**src/hdl/apb_pkg.sv**
```systemverilog
package apb_pkg;

    // ########################################
    // bus field types.
    // ########################################

    typedef logic [31:0] addr_t;
    typedef logic [31:0] data_t;
    typedef logic [3:0]  strb_t;
    typedef logic [2:0]  prot_t;

    // decoded target of an access.
    typedef enum logic [1:0] {
        region_fast,
        region_slow,
        region_none
    } region_t;

    // ########################################
    // address map by the top nibble of paddr.
    // ########################################

    localparam logic [3:0] fast_nibble    = 4'h0;
    localparam logic [3:0] slow_nibble_lo = 4'ha;
    localparam logic [3:0] slow_nibble_hi = 4'hb;

    function automatic region_t region_of(input addr_t addr);
        logic [3:0] nibble;
        nibble = addr[31:28];
        if (nibble == fast_nibble) begin
            return region_fast;
        end
        if (nibble == slow_nibble_lo || nibble == slow_nibble_hi) begin
            return region_slow;
        end
        return region_none;
    endfunction

endpackage

```
**src/hdl/apb_if.sv**
```systemverilog
`timescale 1ns/100ps

interface apb_if
    import apb_pkg::*;
();

    addr_t paddr;
    logic  psel;
    logic  penable;
    prot_t pprot;
    logic  pwrite;
    data_t pwdata;
    strb_t pstrb;
    logic  pready;
    data_t prdata;
    logic  pslverr;

    // side that starts transfers.
    modport requester (
        output paddr, psel, penable, pprot, pwrite, pwdata, pstrb,
        input  pready, prdata, pslverr
    );

    modport completer (
        input  paddr, psel, penable, pprot, pwrite, pwdata, pstrb,
        output pready, prdata, pslverr
    );

endinterface

```
**src/hdl/apb_delayer.sv**
```systemverilog
`timescale 1ns/100ps

module apb_delayer
    import apb_pkg::*;
#(
    parameter int ratio_num = 4,   // main clock vs slave clock.
    parameter int ratio_den = 8
) (
    input  logic clock,
    input  logic reset,
    apb_if.completer up,
    apb_if.requester down
);

    localparam int          shift = $clog2(ratio_den);
    localparam logic [15:0] step  = 16'(ratio_num);

    typedef enum logic [1:0] {
        st_idle,
        st_req,
        st_wait
    } state_t;

    state_t      state;
    logic [15:0] count;
    logic [15:0] scaled;
    logic        slow_setup;
    logic        release_now;
    data_t       rdata_r;
    logic        pslverr_r;

    // request side goes straight through.
    assign down.paddr   = up.paddr;
    assign down.psel    = up.psel;
    assign down.penable = up.penable;
    assign down.pprot   = up.pprot;
    assign down.pwrite  = up.pwrite;
    assign down.pwdata  = up.pwdata;
    assign down.pstrb   = up.pstrb;

    assign slow_setup = up.psel && !up.penable && (region_of(up.paddr) == region_slow);
    assign scaled     = (count + step) >> shift;   // includes the answering cycle.

    // ########################################
    // count slave cycles and then count down.
    // ########################################

    always_ff @(posedge clock or posedge reset) begin
        if (reset) begin
            state <= st_idle;
            count <= '0;
        end else begin
            case (state)
                st_idle: begin
                    count <= '0;
                    if (slow_setup) state <= st_req;
                end
                st_req: begin
                    if (down.pready) begin
                        state <= st_wait;
                        count <= (scaled == '0) ? 16'd1 : scaled;
                    end else begin
                        count <= count + step;
                    end
                end
                st_wait: begin
                    count <= count - 16'd1;
                    if (count == 16'd1) state <= st_idle;
                end
                default: state <= st_idle;
            endcase
        end
    end

    always_ff @(posedge clock) begin
        if (state == st_req && down.pready) begin
            rdata_r   <= down.prdata;
            pslverr_r <= down.pslverr;
        end
    end

    assign release_now = (state == st_wait) && (count == 16'd1);

    assign up.pready  = release_now || ((state == st_idle) && down.pready);
    assign up.prdata  = release_now ? rdata_r :
                        (state == st_idle) ? down.prdata : '0;
    assign up.pslverr = release_now ? pslverr_r :
                        ((state == st_idle) && down.pslverr);

endmodule

```
**src/flat_wrapper.sv**
```systemverilog
// flat-port wrapper written by rule: the top's interface ports become plain ports
module apb_delayer_flat import apb_pkg::*;
#(
    parameter int ratio_num = 4,                                
    parameter int ratio_den = 8
)
  (clock, reset, up_paddr, up_psel, up_penable, up_pprot, up_pwrite, up_pwdata, up_pstrb, up_pready, up_prdata, up_pslverr, down_paddr, down_psel, down_penable, down_pprot, down_pwrite, down_pwdata, down_pstrb, down_pready, down_prdata, down_pslverr);
  apb_if up_i ();
  apb_if down_i ();
  input  logic clock;
  input  logic reset;
  input wire logic [$bits(up_i.paddr)-1:0] up_paddr;
  input wire logic [$bits(up_i.psel)-1:0] up_psel;
  input wire logic [$bits(up_i.penable)-1:0] up_penable;
  input wire logic [$bits(up_i.pprot)-1:0] up_pprot;
  input wire logic [$bits(up_i.pwrite)-1:0] up_pwrite;
  input wire logic [$bits(up_i.pwdata)-1:0] up_pwdata;
  input wire logic [$bits(up_i.pstrb)-1:0] up_pstrb;
  output wire logic [$bits(up_i.pready)-1:0] up_pready;
  output wire logic [$bits(up_i.prdata)-1:0] up_prdata;
  output wire logic [$bits(up_i.pslverr)-1:0] up_pslverr;
  output wire logic [$bits(down_i.paddr)-1:0] down_paddr;
  output wire logic [$bits(down_i.psel)-1:0] down_psel;
  output wire logic [$bits(down_i.penable)-1:0] down_penable;
  output wire logic [$bits(down_i.pprot)-1:0] down_pprot;
  output wire logic [$bits(down_i.pwrite)-1:0] down_pwrite;
  output wire logic [$bits(down_i.pwdata)-1:0] down_pwdata;
  output wire logic [$bits(down_i.pstrb)-1:0] down_pstrb;
  input wire logic [$bits(down_i.pready)-1:0] down_pready;
  input wire logic [$bits(down_i.prdata)-1:0] down_prdata;
  input wire logic [$bits(down_i.pslverr)-1:0] down_pslverr;
  assign up_i.paddr = up_paddr;
  assign up_i.psel = up_psel;
  assign up_i.penable = up_penable;
  assign up_i.pprot = up_pprot;
  assign up_i.pwrite = up_pwrite;
  assign up_i.pwdata = up_pwdata;
  assign up_i.pstrb = up_pstrb;
  assign up_pready = up_i.pready;
  assign up_prdata = up_i.prdata;
  assign up_pslverr = up_i.pslverr;
  assign down_paddr = down_i.paddr;
  assign down_psel = down_i.psel;
  assign down_penable = down_i.penable;
  assign down_pprot = down_i.pprot;
  assign down_pwrite = down_i.pwrite;
  assign down_pwdata = down_i.pwdata;
  assign down_pstrb = down_i.pstrb;
  assign down_i.pready = down_pready;
  assign down_i.prdata = down_prdata;
  assign down_i.pslverr = down_pslverr;
  apb_delayer #(.ratio_num(ratio_num), .ratio_den(ratio_den)) u_core (.clock(clock), .reset(reset), .up(up_i), .down(down_i));
endmodule
```
**config.mk**
```make
export PLATFORM = sky130hd
export DESIGN_NAME = apb_delayer_flat
export DESIGN_NICKNAME = d
export VERILOG_FILES = /design/src/hdl/apb_pkg.sv /design/src/hdl/apb_if.sv /design/src/hdl/apb_delayer.sv /design/src/flat_wrapper.sv
export SDC_FILE = /design/constraint.sdc
export NUM_CORES = 1
export LEC_CHECK = 0
export BUFFER_PORTS_ARGS = -buffer_cell sky130_fd_sc_hd__buf_2
export CORE_ASPECT_RATIO = 0.9
export CORE_UTILIZATION = 46
export CTS_BUF_LIST = sky130_fd_sc_hd__clkbuf_8
export CTS_CLUSTER_SIZE = 24
export DETAILED_ROUTE_END_ITERATION = 8
export PLACE_DENSITY = 0.92
export SYNTH_ARGS = -nofsm -noshare
export SYNTH_HDL_FRONTEND = slang
export SYNTH_SLANG_ARGS = --single-unit
```
**constraint.sdc**
```tcl
create_clock -name clock -period 3.35 [get_ports clock]
set_input_delay 0.5025 -clock clock [delete_from_list [all_inputs] [get_ports clock]]
set_output_delay 0.5025 -clock clock [all_outputs]
set_load 0.005 [all_outputs]
```
==> metrics.txt, run 1 <==
# TYPE chip_impl_metric gauge
chip_impl_info{name="outcome",value="complete, no violations"} 1
chip_impl_metric{name="timing.critical_path.arrival",unit="ns"} 2.57
chip_impl_metric{name="antennaDiodeCount",unit=""} 0
chip_impl_metric{name="cts-root-to-sink-buffers",unit=""} 2
chip_impl_metric{name="finalHoldViolations",unit=""} 0
chip_impl_metric{name="synth.distinct_cells",unit=""} 62
chip_impl_metric{name="syn_inst",unit=""} 444
chip_impl_metric{name="synth_edf_count",unit=""} 33
chip_impl_info{name="timing.critical_path.cells",value="inv_1 > ha_1 > inv_1 > nor4b_4 > buf_12 > nand2_1 > o21ai_1 > buf_2"} 1
chip_impl_metric{name="grt-ovfl-total",unit=""} 0
chip_impl_info{name="criticalPathCategory",value="flop to output port"} 1
chip_impl_metric{name="finalNetCount",unit=""} 552
chip_impl_metric{name="syn_area_per_cell",unit="sq um"} 8.72
chip_impl_metric{name="port_buffers",unit=""} 79
chip_impl_metric{name="cts.htree.levels",unit=""} 2
chip_impl_metric{name="wl_per_cell",unit="um"} 16.4
chip_impl_info{name="final_common_cell",value="nand2_1"} 1
chip_impl_metric{name="finalWeightedCongestion",unit=""} 0.963
chip_impl_metric{name="ys_seq_elements",unit=""} 51
chip_impl_info{name="layout.cells.most_common_list",value="nand2_1, buf_2, edfxtp_1"} 1
chip_impl_metric{name="drtIter0Drc",unit=""} 245
chip_impl_info{name="critical-path-top-cell-by-count",value="inv_1"} 1
chip_impl_metric{name="yosysSeqAreaShare",unit=""} 0.372
chip_impl_metric{name="cts_post_setup_buffers_inserted",unit=""} 0
chip_impl_metric{name="drt_first_pass_iters",unit=""} 5
chip_impl_metric{name="die_outline_height",unit="um"} 89.0
chip_impl_metric{name="synthesis.yosys.warnings",unit=""} 0
chip_impl_metric{name="cts_buf_count",unit=""} 5
chip_impl_info{name="synth_area_leaders",value="edfxtp_1, buf_4, dfrtp_1"} 1
chip_impl_metric{name="grt_start_max_net_pins",unit=""} 68
chip_impl_metric{name="antenna_found_initial",unit=""} 0
chip_impl_metric{name="final-setup-viol-count",unit=""} 0
chip_impl_info{name="yosys.area.top_type",value="edfxtp_1"} 1
chip_impl_metric{name="ff2ff_path_depth",unit=""} 6
chip_impl_info{name="unrepaired_setup_endpoints_after_global_routing",value="no"} 1
chip_impl_metric{name="slew-limit-headroom",unit=""} 0.463
chip_impl_metric{name="synth_area",unit="sq mm"} 0.00387
chip_impl_info{name="worst_setup_path_start_kind",value="flop"} 1
chip_impl_metric{name="cp.buffers_inverters",unit=""} 4
chip_impl_metric{name="fin_crit_sh",unit=""} 0.918
chip_impl_metric{name="max_cap_viol_count",unit=""} 0
chip_impl_info{name="crit_path_end_kind",value="output port"} 1
chip_impl_metric{name="power_leakage",unit="nW"} 1.59
chip_impl_metric{name="cts_repair_resize_count",unit=""} 0
chip_impl_metric{name="synthesis.nets",unit=""} 562
chip_impl_metric{name="placed_cell_count",unit=""} 526
chip_impl_metric{name="initial_utilization",unit=""} 0.478
chip_impl_metric{name="layout-area-overhead-vs-synth",unit="%"} -0.517
chip_impl_metric{name="finalClockSkew",unit="ns"} 0.00841
chip_impl_metric{name="gr-usage-all-layers",unit=""} 0.203
chip_impl_info{name="cp_slowest_cell",value="ha_1"} 1
chip_impl_metric{name="core_region_area",unit="sq mm"} 0.00811
chip_impl_info{name="clock_tree_from_tritoncts",value="done"} 1
chip_impl_metric{name="timing.final.crit_period",unit="ns"} 3.08
chip_impl_info{name="synth_top_flop_cell",value="edfxtp_1"} 1
chip_impl_metric{name="final_layout_size_suffix_gt1_frac",unit=""} 0.241
chip_impl_metric{name="setup_tns",unit="ns"} 0
chip_impl_metric{name="numClockSinks",unit=""} 51
chip_impl_info{name="clockRootBuffer",value="clkbuf_8"} 1
chip_impl_metric{name="die_width",unit="um"} 98.7
chip_impl_metric{name="detail-route-antenna-nets",unit=""} 0
chip_impl_metric{name="first_pass_grt_wire_length",unit="mm"} 14.2
chip_impl_metric{name="fmax",unit="GHz"} 0.325
chip_impl_metric{name="critical_path_peak_fanout",unit=""} 67
chip_impl_metric{name="timing.final.max_slew_violations",unit=""} 0
chip_impl_metric{name="routed_via_density",unit=""} 5.83
chip_impl_metric{name="power_per_cell_area",unit="mW/mm^2"} 618
chip_impl_metric{name="worst_margin_pin_slew",unit="ns"} 0.804
chip_impl_metric{name="peakVddDrop",unit="mV"} 0.262
chip_impl_metric{name="post-route-drc-count",unit=""} 0
chip_impl_info{name="min_path_type",value="primary input to async pin"} 1
chip_impl_metric{name="route.final.wire_length",unit="mm"} 8.78
chip_impl_metric{name="crit_cells",unit=""} 8
chip_impl_metric{name="asyncSetResetFlopFracSynth",unit=""} 0.353
chip_impl_metric{name="die_area",unit="sq mm"} 0.00879
chip_impl_info{name="timing.critical_path.max_delay_family",value="buffers and inverters"} 1
chip_impl_metric{name="cts.reportedPaths.clkPinSlew",unit="ns"} 0.11
chip_impl_metric{name="dp_hpwl",unit="mm"} 6.28
chip_impl_metric{name="clkLatencyLatePin",unit="ns"} 0.31
chip_impl_metric{name="reg2reg_slack",unit="ns"} 0.80
chip_impl_metric{name="row_count",unit=""} 31
chip_impl_metric{name="number_of_global_route_vias_before_repair",unit=""} 2868
chip_impl_metric{name="cts-hold-fix-buffers",unit=""} 0
chip_impl_metric{name="critical_path.max_stage_delay",unit="ns"} 0.45
chip_impl_metric{name="vias",unit=""} 3115
chip_impl_metric{name="layout.cells.non_filler",unit=""} 534
chip_impl_metric{name="yosysTopAreaCellShare",unit=""} 0.256
chip_impl_metric{name="worst_endpoint_required_time",unit="ns"} 2.85
chip_impl_metric{name="ios",unit=""} 218
report_power, final:
group | leakage [nW] | total (mW) | switching [mW] | internal, mW
logic | 0.991 | 1.08 | 0.667 | 0.415
clock network | 0.0502 | 0.384 | 0.229 | 0.155
registers | 0.548 | 0.912 | 0.132 | 0.779
Yosys cell counts (all sizes together), types with 8 or more instances:
library cell  instances
o21ai                52
edfxtp               33
nand2                84
a21oi                12
nand3                12
xnor2                10
ha                    8
nor3                 11
buf                  88
clkbuf               13
nor2                 13
dfrtp                18
inv                  11
routing by layer:
| metal | up-vias | part of all wire | track usage |
|---|---|---|---|
| met5 | - | 0 | 0 |
| met4 | 0 | 0.016 | 0.0678 |
| met3 | 24 | 0.090 | 0.0430 |
| met2 | 189 | 0.44 | 0.328 |
| met1 | 1440 | 0.45 | 0.275 |
| li1 | 1462 | - | - |
kinds of logic (layout without fill, tap and decap cells):
family,count (synthesis),count (layout),synth area share
buffers and inverters,113,104,0.189
AND/OR/NAND/NOR,152,152,0.205
multiplexers,5,5,0.0136
flip-flops,51,51,0.372
AO/OA/AOI/OAI,101,101,0.163
adder cells (fa/ha/maj),8,8,0.0259
XOR/XNOR,14,14,0.0317
layout make-up:
cell class,instances,area (sq um)
Sequential cell,51,1440
Tap cell,99,124
Multi-Input combinational cell,280,1700
Fill cell,750,4260
Timing Repair Buffer,84,445
Inverter,12,45.0
Clock inverter,3,28.8
Clock buffer,5,68.8
sequential cells by signal, indices dropped and copies added, names as in the netlist:
| signal | cells |
|---|---|
| u_core.pslverr_r | 1 |
| u_core.state | 2 |
| u_core.rdata_r | 32 |
| u_core.count | 16 |
metrics by stage:
stage	hold slack (ns)	setup WS [ns]	power, mW	util	instance area (sq um)
4_1_cts	0.341	0.319	2.36	0.475	3850
5_1_grt	0.355	0.0799	2.54	0.475	3850
3_5_place_dp	0.565	0.679	1.98	0.463	3750
2_1_floorplan	0.441	1.02	1.70	-	3870
6_report	0.315	0.274	2.38	0.475	3850
3_3_place_gp	0.541	0.774	1.95	0.463	3750
final timing paths:
| kind | start | end |
|---|---|---|
| max | u_core.state[0] | up_prdata[22] |
| min | reset | u_core.state[0] |
| max reg2reg | u_core.state[0] | u_core.count[0] |
| min reg2reg | u_core.state[1] | u_core.state[1] |
| max in group asynchronous | reset | u_core.count[13] |
| min in group clock | down_prdata[6] | u_core.rdata_r[6] |
Power figures use the tool's default switching activity.
==> run 2, diff against run 1 <==
--- a/config.mk
+++ b/config.mk
@@ -5,12 +5,13 @@
 export SDC_FILE = /design/constraint.sdc
 export NUM_CORES = 1
 export LEC_CHECK = 0
-export BUFFER_PORTS_ARGS = -buffer_cell sky130_fd_sc_hd__buf_2
+export BUFFER_PORTS_ARGS = -buffer_cell sky130_fd_sc_hd__buf_4
 export CORE_ASPECT_RATIO = 0.9
 export CORE_UTILIZATION = 46
 export CTS_BUF_LIST = sky130_fd_sc_hd__clkbuf_8
 export CTS_CLUSTER_SIZE = 24
 export DETAILED_ROUTE_END_ITERATION = 8
+export HOLD_SLACK_MARGIN = 0.15
 export PLACE_DENSITY = 0.92
 export SYNTH_ARGS = -nofsm -noshare
 export SYNTH_HDL_FRONTEND = slang
==> run 2 against run 1 <==
  * First-iteration DRC count grew 56%
  * Highest routed layer unchanged
  * Sequential share of layout area shrank 2.0 points
  * Non-clock buffer count is the same
  * Critical endpoint is now up_prdata[24]
  * Wire length grew 1.3%
  * Clock skew grew 0.0011 ns
==> metrics.txt, run 2 (synthesis gave the netlist of run 1 again) <==
# TYPE chip_impl_metric gauge
chip_impl_info{name="outcome",value="complete, no violations"} 1
chip_impl_metric{name="clkLatencyLatePin",unit="ns"} 0.31
chip_impl_info{name="min_path_type",value="primary input to async pin"} 1
chip_impl_metric{name="cts.htree.levels",unit=""} 2
chip_impl_metric{name="max_cap_viol_count",unit=""} 0
chip_impl_metric{name="cts.reportedPaths.clkPinSlew",unit="ns"} 0.10
chip_impl_metric{name="cts-root-to-sink-buffers",unit=""} 2
chip_impl_metric{name="die_area",unit="sq mm"} 0.00879
chip_impl_info{name="critical-path-top-cell-by-count",value="inv_1"} 1
chip_impl_metric{name="cp.buffers_inverters",unit=""} 4
chip_impl_metric{name="drtIter0Drc",unit=""} 382
chip_impl_metric{name="sequential_cell_area",unit="sq mm"} 0.00144
chip_impl_metric{name="port_buffers",unit=""} 79
chip_impl_info{name="largestRegisters",value="u_core.rdata_r: 32 flops, u_core.count: 16 flops, u_core.state: 2 flops"} 1
chip_impl_metric{name="route.final.wire_length",unit="mm"} 8.89
chip_impl_metric{name="antenna_found_initial",unit=""} 0
chip_impl_metric{name="initial_utilization",unit=""} 0.478
chip_impl_metric{name="peakVddDrop",unit="mV"} 0.342
chip_impl_metric{name="power_leakage",unit="nW"} 1.66
chip_impl_metric{name="antennaDiodeCount",unit=""} 0
chip_impl_metric{name="critical_path_peak_fanout",unit=""} 67
chip_impl_metric{name="routed_via_density",unit=""} 5.92
chip_impl_info{name="clockRootBuffer",value="clkbuf_8"} 1
chip_impl_metric{name="worst_endpoint_required_time",unit="ns"} 2.85
chip_impl_info{name="clock_tree_from_tritoncts",value="done"} 1
chip_impl_metric{name="core_region_area",unit="sq mm"} 0.00811
chip_impl_metric{name="gr-usage-all-layers",unit=""} 0.202
chip_impl_metric{name="totalPowerFinal",unit="mW"} 2.50
chip_impl_metric{name="fin_crit_sh",unit=""} 0.920
chip_impl_info{name="criticalPathCategory",value="flop to output port"} 1
chip_impl_metric{name="critical_path.max_stage_delay",unit="ns"} 0.44
chip_impl_info{name="final_common_cell",value="nand2_1"} 1
chip_impl_info{name="unrepaired_setup_endpoints_after_global_routing",value="no"} 1
chip_impl_metric{name="cts_buf_count",unit=""} 5
chip_impl_metric{name="grt-ovfl-total",unit=""} 0
chip_impl_metric{name="vias",unit=""} 3163
chip_impl_metric{name="met3_track_demand_over_resource",unit=""} 0.0438
chip_impl_info{name="cp_slowest_cell",value="ha_1"} 1
chip_impl_metric{name="ios",unit=""} 218
chip_impl_info{name="timing.critical_path.cells",value="inv_1 > ha_1 > inv_1 > nor4b_4 > buf_12 > nand2_1 > o21ai_1 > buf_4"} 1
chip_impl_metric{name="finish.utilization",unit=""} 0.502
chip_impl_metric{name="first_pass_grt_wire_length",unit="mm"} 14.2
chip_impl_info{name="layout.cells.most_common_list",value="nand2_1, buf_4, edfxtp_1"} 1
chip_impl_metric{name="finalClockSkew",unit="ns"} 0.00953
chip_impl_metric{name="power_per_cell_area",unit="mW/mm^2"} 615
chip_impl_info{name="timing.critical_path.max_delay_family",value="buffers and inverters"} 1
chip_impl_metric{name="grt_use_met1",unit=""} 0.276
chip_impl_metric{name="post-route-drc-count",unit=""} 0
chip_impl_metric{name="largest_register_ff_count",unit=""} 32
chip_impl_info{name="gr-max-usage-layer",value="met2"} 1
chip_impl_metric{name="finalNetCount",unit=""} 552
chip_impl_metric{name="final-setup-viol-count",unit=""} 0
chip_impl_metric{name="grt_start_max_net_pins",unit=""} 68
chip_impl_metric{name="die_outline_height",unit="um"} 89.0
chip_impl_info{name="crit_path_end_kind",value="output port"} 1
chip_impl_metric{name="finalHoldViolations",unit=""} 0
chip_impl_metric{name="cts-hold-fix-buffers",unit=""} 0
chip_impl_metric{name="slew-limit-headroom",unit=""} 0.480
chip_impl_metric{name="timing.final.max_slew_violations",unit=""} 0
chip_impl_info{name="regMostFlops",value="u_core.rdata_r"} 1
chip_impl_metric{name="final_layout_size_suffix_gt1_frac",unit=""} 0.241
chip_impl_metric{name="reg2reg_slack",unit="ns"} 0.91
chip_impl_metric{name="fmax",unit="GHz"} 0.325
chip_impl_metric{name="numClockSinks",unit=""} 51
chip_impl_metric{name="row_count",unit=""} 31
chip_impl_metric{name="cts_repair_resize_count",unit=""} 0
chip_impl_metric{name="use_met2",unit=""} 0.320
chip_impl_metric{name="die_width",unit="um"} 98.7
chip_impl_metric{name="setup_tns",unit="ns"} 0
chip_impl_metric{name="drt_first_pass_iters",unit=""} 5
chip_impl_metric{name="filler_cell_count",unit=""} 701
chip_impl_metric{name="timing.critical_path.arrival",unit="ns"} 2.58
chip_impl_metric{name="worst_margin_pin_slew",unit="ns"} 0.779
chip_impl_metric{name="layout-area-overhead-vs-synth",unit="%"} 5.07
chip_impl_metric{name="cts_post_setup_buffers_inserted",unit=""} 0
chip_impl_metric{name="dp_hpwl",unit="mm"} 6.47
chip_impl_metric{name="multiInputGateArea",unit="sq mm"} 0.00170
chip_impl_metric{name="detail-route-antenna-nets",unit=""} 0
chip_impl_metric{name="timing.final.crit_period",unit="ns"} 3.08
chip_impl_metric{name="wl_per_cell",unit="um"} 16.6
chip_impl_info{name="worst_setup_path_start_kind",value="flop"} 1
chip_impl_metric{name="number_of_global_route_vias_before_repair",unit=""} 2792
chip_impl_metric{name="finalWeightedCongestion",unit=""} 0.943
-- run 2: cell types whose count changed in the layout (fill, tap and decap cells not counted) --
cell / delta
bufinv_16: +1
inv_8: -1
buf_2: -79
inv_6: +1
clkinv_4: -1
buf_4: +79
-- run 2: routing by layer --
layer  vias up  routed length, um
met4         0                187
met2       236               4060
met3        30                997
met1      1432               3650
li1       1465                  -
met5         -                  0
-- run 2: worst reg2reg max path, stage by stage, from the launching register on --
cell	delay [ns]
dfrtp_1	0.43
ha_1	0.47
nor2b_1	0.21
buf_4	0.18
o21ai_0	0.15
nor4_1	0.46
nand4b_1	0.20
o31ai_1	0.27
-- run 2: worst paths after layout --
path	depth (start not counted)	startpoint	end
max	8	u_core.state[0]	up_prdata[24]
min	2	reset	u_core.count[4]
max reg2reg	7	u_core.state[0]	u_core.count[0]
min reg2reg	1	u_core.state[1]	u_core.state[1]
max in group asynchronous	2	reset	u_core.count[6]
min in group clock	1	down_prdata[6]	u_core.rdata_r[6]
-- run 2: through the flow --
stage | instance area [sq um] | hold slack, ns | cells | worst slack, ns
2_1_floorplan | 3870 | 0.441 | 444 | 1.02
6_report | 4070 | 0.329 | 534 | 0.269
3_5_place_dp | 3950 | 0.563 | 526 | 0.629
5_1_grt | 4070 | 0.362 | 534 | 0.0863
3_3_place_gp | 3950 | 0.541 | 526 | 0.764
4_1_cts | 4070 | 0.345 | 534 | 0.286
-- run 2: power breakdown --
part / total [mW] / leakage [nW] / internal (mW) / switching [mW]
Clock: 0.442 / 0.0587 / 0.227 / 0.215
Combinational: 1.14 / 1.05 / 0.483 / 0.656
Sequential: 0.922 / 0.548 / 0.779 / 0.143
Total: 2.50 / 1.66 / 1.49 / 1.01
-- run 2: layout make-up --
class	count	share of cell area
clock inverters	3	0.0117
clock buffers	5	0.0169
multi-input cells	280	0.417
flip-flops and latches	51	0.354
repair buffers	84	0.158
well taps	99	0.0305
inverters	12	0.0111
==> run 3, diff against run 2 <==
--- a/config.mk
+++ b/config.mk
@@ -7,12 +7,12 @@
 export LEC_CHECK = 0
 export BUFFER_PORTS_ARGS = -buffer_cell sky130_fd_sc_hd__buf_4
 export CORE_ASPECT_RATIO = 0.9
-export CORE_UTILIZATION = 46
+export CORE_UTILIZATION = 50
 export CTS_BUF_LIST = sky130_fd_sc_hd__clkbuf_8
 export CTS_CLUSTER_SIZE = 24
 export DETAILED_ROUTE_END_ITERATION = 8
 export HOLD_SLACK_MARGIN = 0.15
-export PLACE_DENSITY = 0.92
+export PLACE_DENSITY = 0.95
 export SYNTH_ARGS = -nofsm -noshare
 export SYNTH_HDL_FRONTEND = slang
 export SYNTH_SLANG_ARGS = --single-unit
==> constraint.sdc (replaced) <==
create_clock -name clock -period 4 [get_ports clock]
set_input_delay 0.6 -clock clock [delete_from_list [all_inputs] [get_ports clock]]
set_output_delay 0.6 -clock clock [all_outputs]
set_load 0.005 [all_outputs]
==> run 3 against run 2 <==
  * Global-route usage up 2.1 points
  * Final cell count decreased by 0.94%
  * Via count fell by 0.38%
  * Critical path type unchanged
  * Critical endpoint is now up_prdata[2]
  * Largest cell class unchanged
==> metrics.txt, run 3 (synthesis gave the netlist of run 1 again) <==
# TYPE chip_impl_metric gauge
chip_impl_metric{name="clkLatencyLatePin",unit="ns"} 0.31
chip_impl_metric{name="final_layout_size_suffix_gt1_frac",unit=""} 0.238
chip_impl_info{name="outcome",value="complete, no violations"} 1
chip_impl_metric{name="vias",unit=""} 3151
chip_impl_metric{name="antennaDiodeCount",unit=""} 0
chip_impl_metric{name="initial_utilization",unit=""} 0.516
chip_impl_metric{name="drtIter0Drc",unit=""} 285
chip_impl_metric{name="timing.critical_path.arrival",unit="ns"} 2.78
chip_impl_metric{name="finalNetCount",unit=""} 550
chip_impl_metric{name="detail-route-antenna-nets",unit=""} 0
chip_impl_info{name="timing.critical_path.cells",value="inv_1 > ha_1 > inv_1 > nor4b_4 > buf_4 > o21ai_0 > buf_4"} 1
chip_impl_metric{name="finalHoldViolations",unit=""} 0
chip_impl_metric{name="cts.htree.levels",unit=""} 2
chip_impl_metric{name="finish.utilization",unit=""} 0.541
chip_impl_metric{name="grt_start_max_net_pins",unit=""} 68
chip_impl_info{name="final_common_cell",value="nand2_1"} 1
chip_impl_metric{name="layout-area-overhead-vs-synth",unit="%"} 4.88
chip_impl_metric{name="fmax",unit="GHz"} 0.296
chip_impl_metric{name="grt-ovfl-total",unit=""} 0
chip_impl_metric{name="numClockSinks",unit=""} 51
chip_impl_metric{name="peakVddDrop",unit="mV"} 0.229
chip_impl_metric{name="layout.cells.non_filler",unit=""} 529
chip_impl_metric{name="cts_repair_resize_count",unit=""} 0
chip_impl_metric{name="timing.final.crit_period",unit="ns"} 3.38
chip_impl_metric{name="cts.reportedPaths.clkPinSlew",unit="ns"} 0.10
chip_impl_metric{name="critical_path_peak_fanout",unit=""} 67
chip_impl_metric{name="slew-limit-headroom",unit=""} 0.447
chip_impl_metric{name="hold-worst-slack",unit="ns"} 0.417
chip_impl_metric{name="largest_register_ff_count",unit=""} 32
chip_impl_info{name="layout.cells.most_common_list",value="nand2_1, buf_4, edfxtp_1"} 1
chip_impl_info{name="crit_path_end_kind",value="output port"} 1
chip_impl_metric{name="die_outline_height",unit="um"} 85.5
chip_impl_metric{name="cts-root-to-sink-buffers",unit=""} 2
chip_impl_metric{name="cts-hold-fix-buffers",unit=""} 0
chip_impl_info{name="unrepaired_setup_endpoints_after_global_routing",value="no"} 1
chip_impl_metric{name="row_count",unit=""} 30
chip_impl_metric{name="critical_path.max_stage_delay",unit="ns"} 0.51
chip_impl_metric{name="antenna_found_initial",unit=""} 0
chip_impl_metric{name="port_buffers",unit=""} 79
chip_impl_metric{name="final-setup-viol-count",unit=""} 0
chip_impl_metric{name="die_width",unit="um"} 94.8
chip_impl_metric{name="number_of_global_route_vias_before_repair",unit=""} 2855
chip_impl_metric{name="worst_endpoint_required_time",unit="ns"} 3.40
chip_impl_metric{name="max_cap_viol_count",unit=""} 0
chip_impl_info{name="criticalPathCategory",value="flop to output port"} 1
chip_impl_metric{name="drt_first_pass_iters",unit=""} 5
chip_impl_metric{name="routed_via_density",unit=""} 5.96
chip_impl_info{name="min_path_type",value="primary input to async pin"} 1
chip_impl_info{name="largestRegisters",value="u_core.rdata_r: 32 flops, u_core.count: 16 flops, u_core.state: 2 flops"} 1
chip_impl_metric{name="fin_crit_sh",unit=""} 0.845
chip_impl_metric{name="cts_buf_count",unit=""} 5
chip_impl_metric{name="route.final.wire_length",unit="mm"} 9.07
chip_impl_metric{name="cp.buffers_inverters",unit=""} 4
chip_impl_metric{name="timing.final.max_slew_violations",unit=""} 0
chip_impl_metric{name="finalClockSkew",unit="ns"} 0.00658
chip_impl_metric{name="dp_hpwl",unit="mm"} 6.54
chip_impl_metric{name="placed_cell_count",unit=""} 521
chip_impl_metric{name="cts_post_setup_buffers_inserted",unit=""} 0
chip_impl_metric{name="finalWeightedCongestion",unit=""} 0.953
chip_impl_metric{name="die_area",unit="sq mm"} 0.00810
chip_impl_metric{name="ios",unit=""} 218
chip_impl_info{name="timing.critical_path.max_delay_family",value="buffers and inverters"} 1
chip_impl_metric{name="post-route-drc-count",unit=""} 0
chip_impl_metric{name="gr-usage-all-layers",unit=""} 0.222
chip_impl_info{name="worst_setup_path_start_kind",value="flop"} 1
chip_impl_metric{name="wl_per_cell",unit="um"} 17.1
chip_impl_metric{name="totalPowerFinal",unit="mW"} 2.15
chip_impl_info{name="regMostFlops",value="u_core.rdata_r"} 1
chip_impl_info{name="clockRootBuffer",value="clkbuf_8"} 1
chip_impl_metric{name="power_leakage",unit="nW"} 1.66
chip_impl_metric{name="worst_margin_pin_slew",unit="ns"} 0.828
chip_impl_metric{name="core_region_area",unit="sq mm"} 0.00751
chip_impl_info{name="clock_tree_from_tritoncts",value="done"} 1
chip_impl_metric{name="power_per_cell_area",unit="mW/mm^2"} 529
chip_impl_metric{name="setup_tns",unit="ns"} 0
chip_impl_metric{name="first_pass_grt_wire_length",unit="mm"} 13.9
chip_impl_info{name="cp_slowest_cell",value="buf_4"} 1
-- run 3: cell types whose count changed in the layout (fill, tap and decap cells not counted), sizes merged --
cell,previous run,this run
buf,84,82
bufinv,1,2
clkinv,2,1
-- run 3: area by class of cell --
cell class | instances | area, sq um
sequential | 51 | 1440
tap | 96 | 120
fill | 643 | 3450
timing repair buffer | 82 | 616
inverter | 12 | 45.0
clock buffer | 5 | 68.8
clock inverter | 3 | 71.3
multi-input combinational | 280 | 1700
-- run 3: metal layers --
layer  track usage  wire [um]
met5             0          0
met3        0.0565        899
met4        0.0634        107
met1         0.288       3700
met2         0.366       4370
-- run 3: final timing paths --
path	start	slack, ns	depth (start not counted)	end
hold reg to reg	u_core.state[1]	0.60	1	u_core.state[1]
hold / removal	reset	0.42	2	u_core.state[0]
setup / recovery	u_core.state[0]	0.62	7	up_prdata[2]
max in group asynchronous	reset	3.10	2	u_core.count[4]
min in group clock	down_prdata[31]	0.46	1	u_core.rdata_r[31]
setup reg to reg	u_core.state[0]	1.37	6	u_core.count[0]
-- run 3: report_power, final --
group          total, mW  internal, mW  switching (mW)
combinational      0.924         0.394           0.530
sequential         0.784         0.653           0.131
clock              0.440         0.254           0.186
-- run 3: worst reg2reg max path: stages (launching register included) --
cell	delay (ns)
dfrtp_1	0.43
ha_1	0.47
nor2b_1	0.60
o21ai_0	0.26
nor4_1	0.38
nand4b_1	0.17
o31ai_1	0.24
-- run 3: stage by stage --
stage | setup WS (ns) | instance area (sq um)
6_report | 0.621 | 4060
3_5_place_dp | 1.00 | 3920
5_1_grt | 0.422 | 4060
3_3_place_gp | 1.13 | 3920
2_1_floorplan | 1.67 | 3870
4_1_cts | 0.641 | 4060
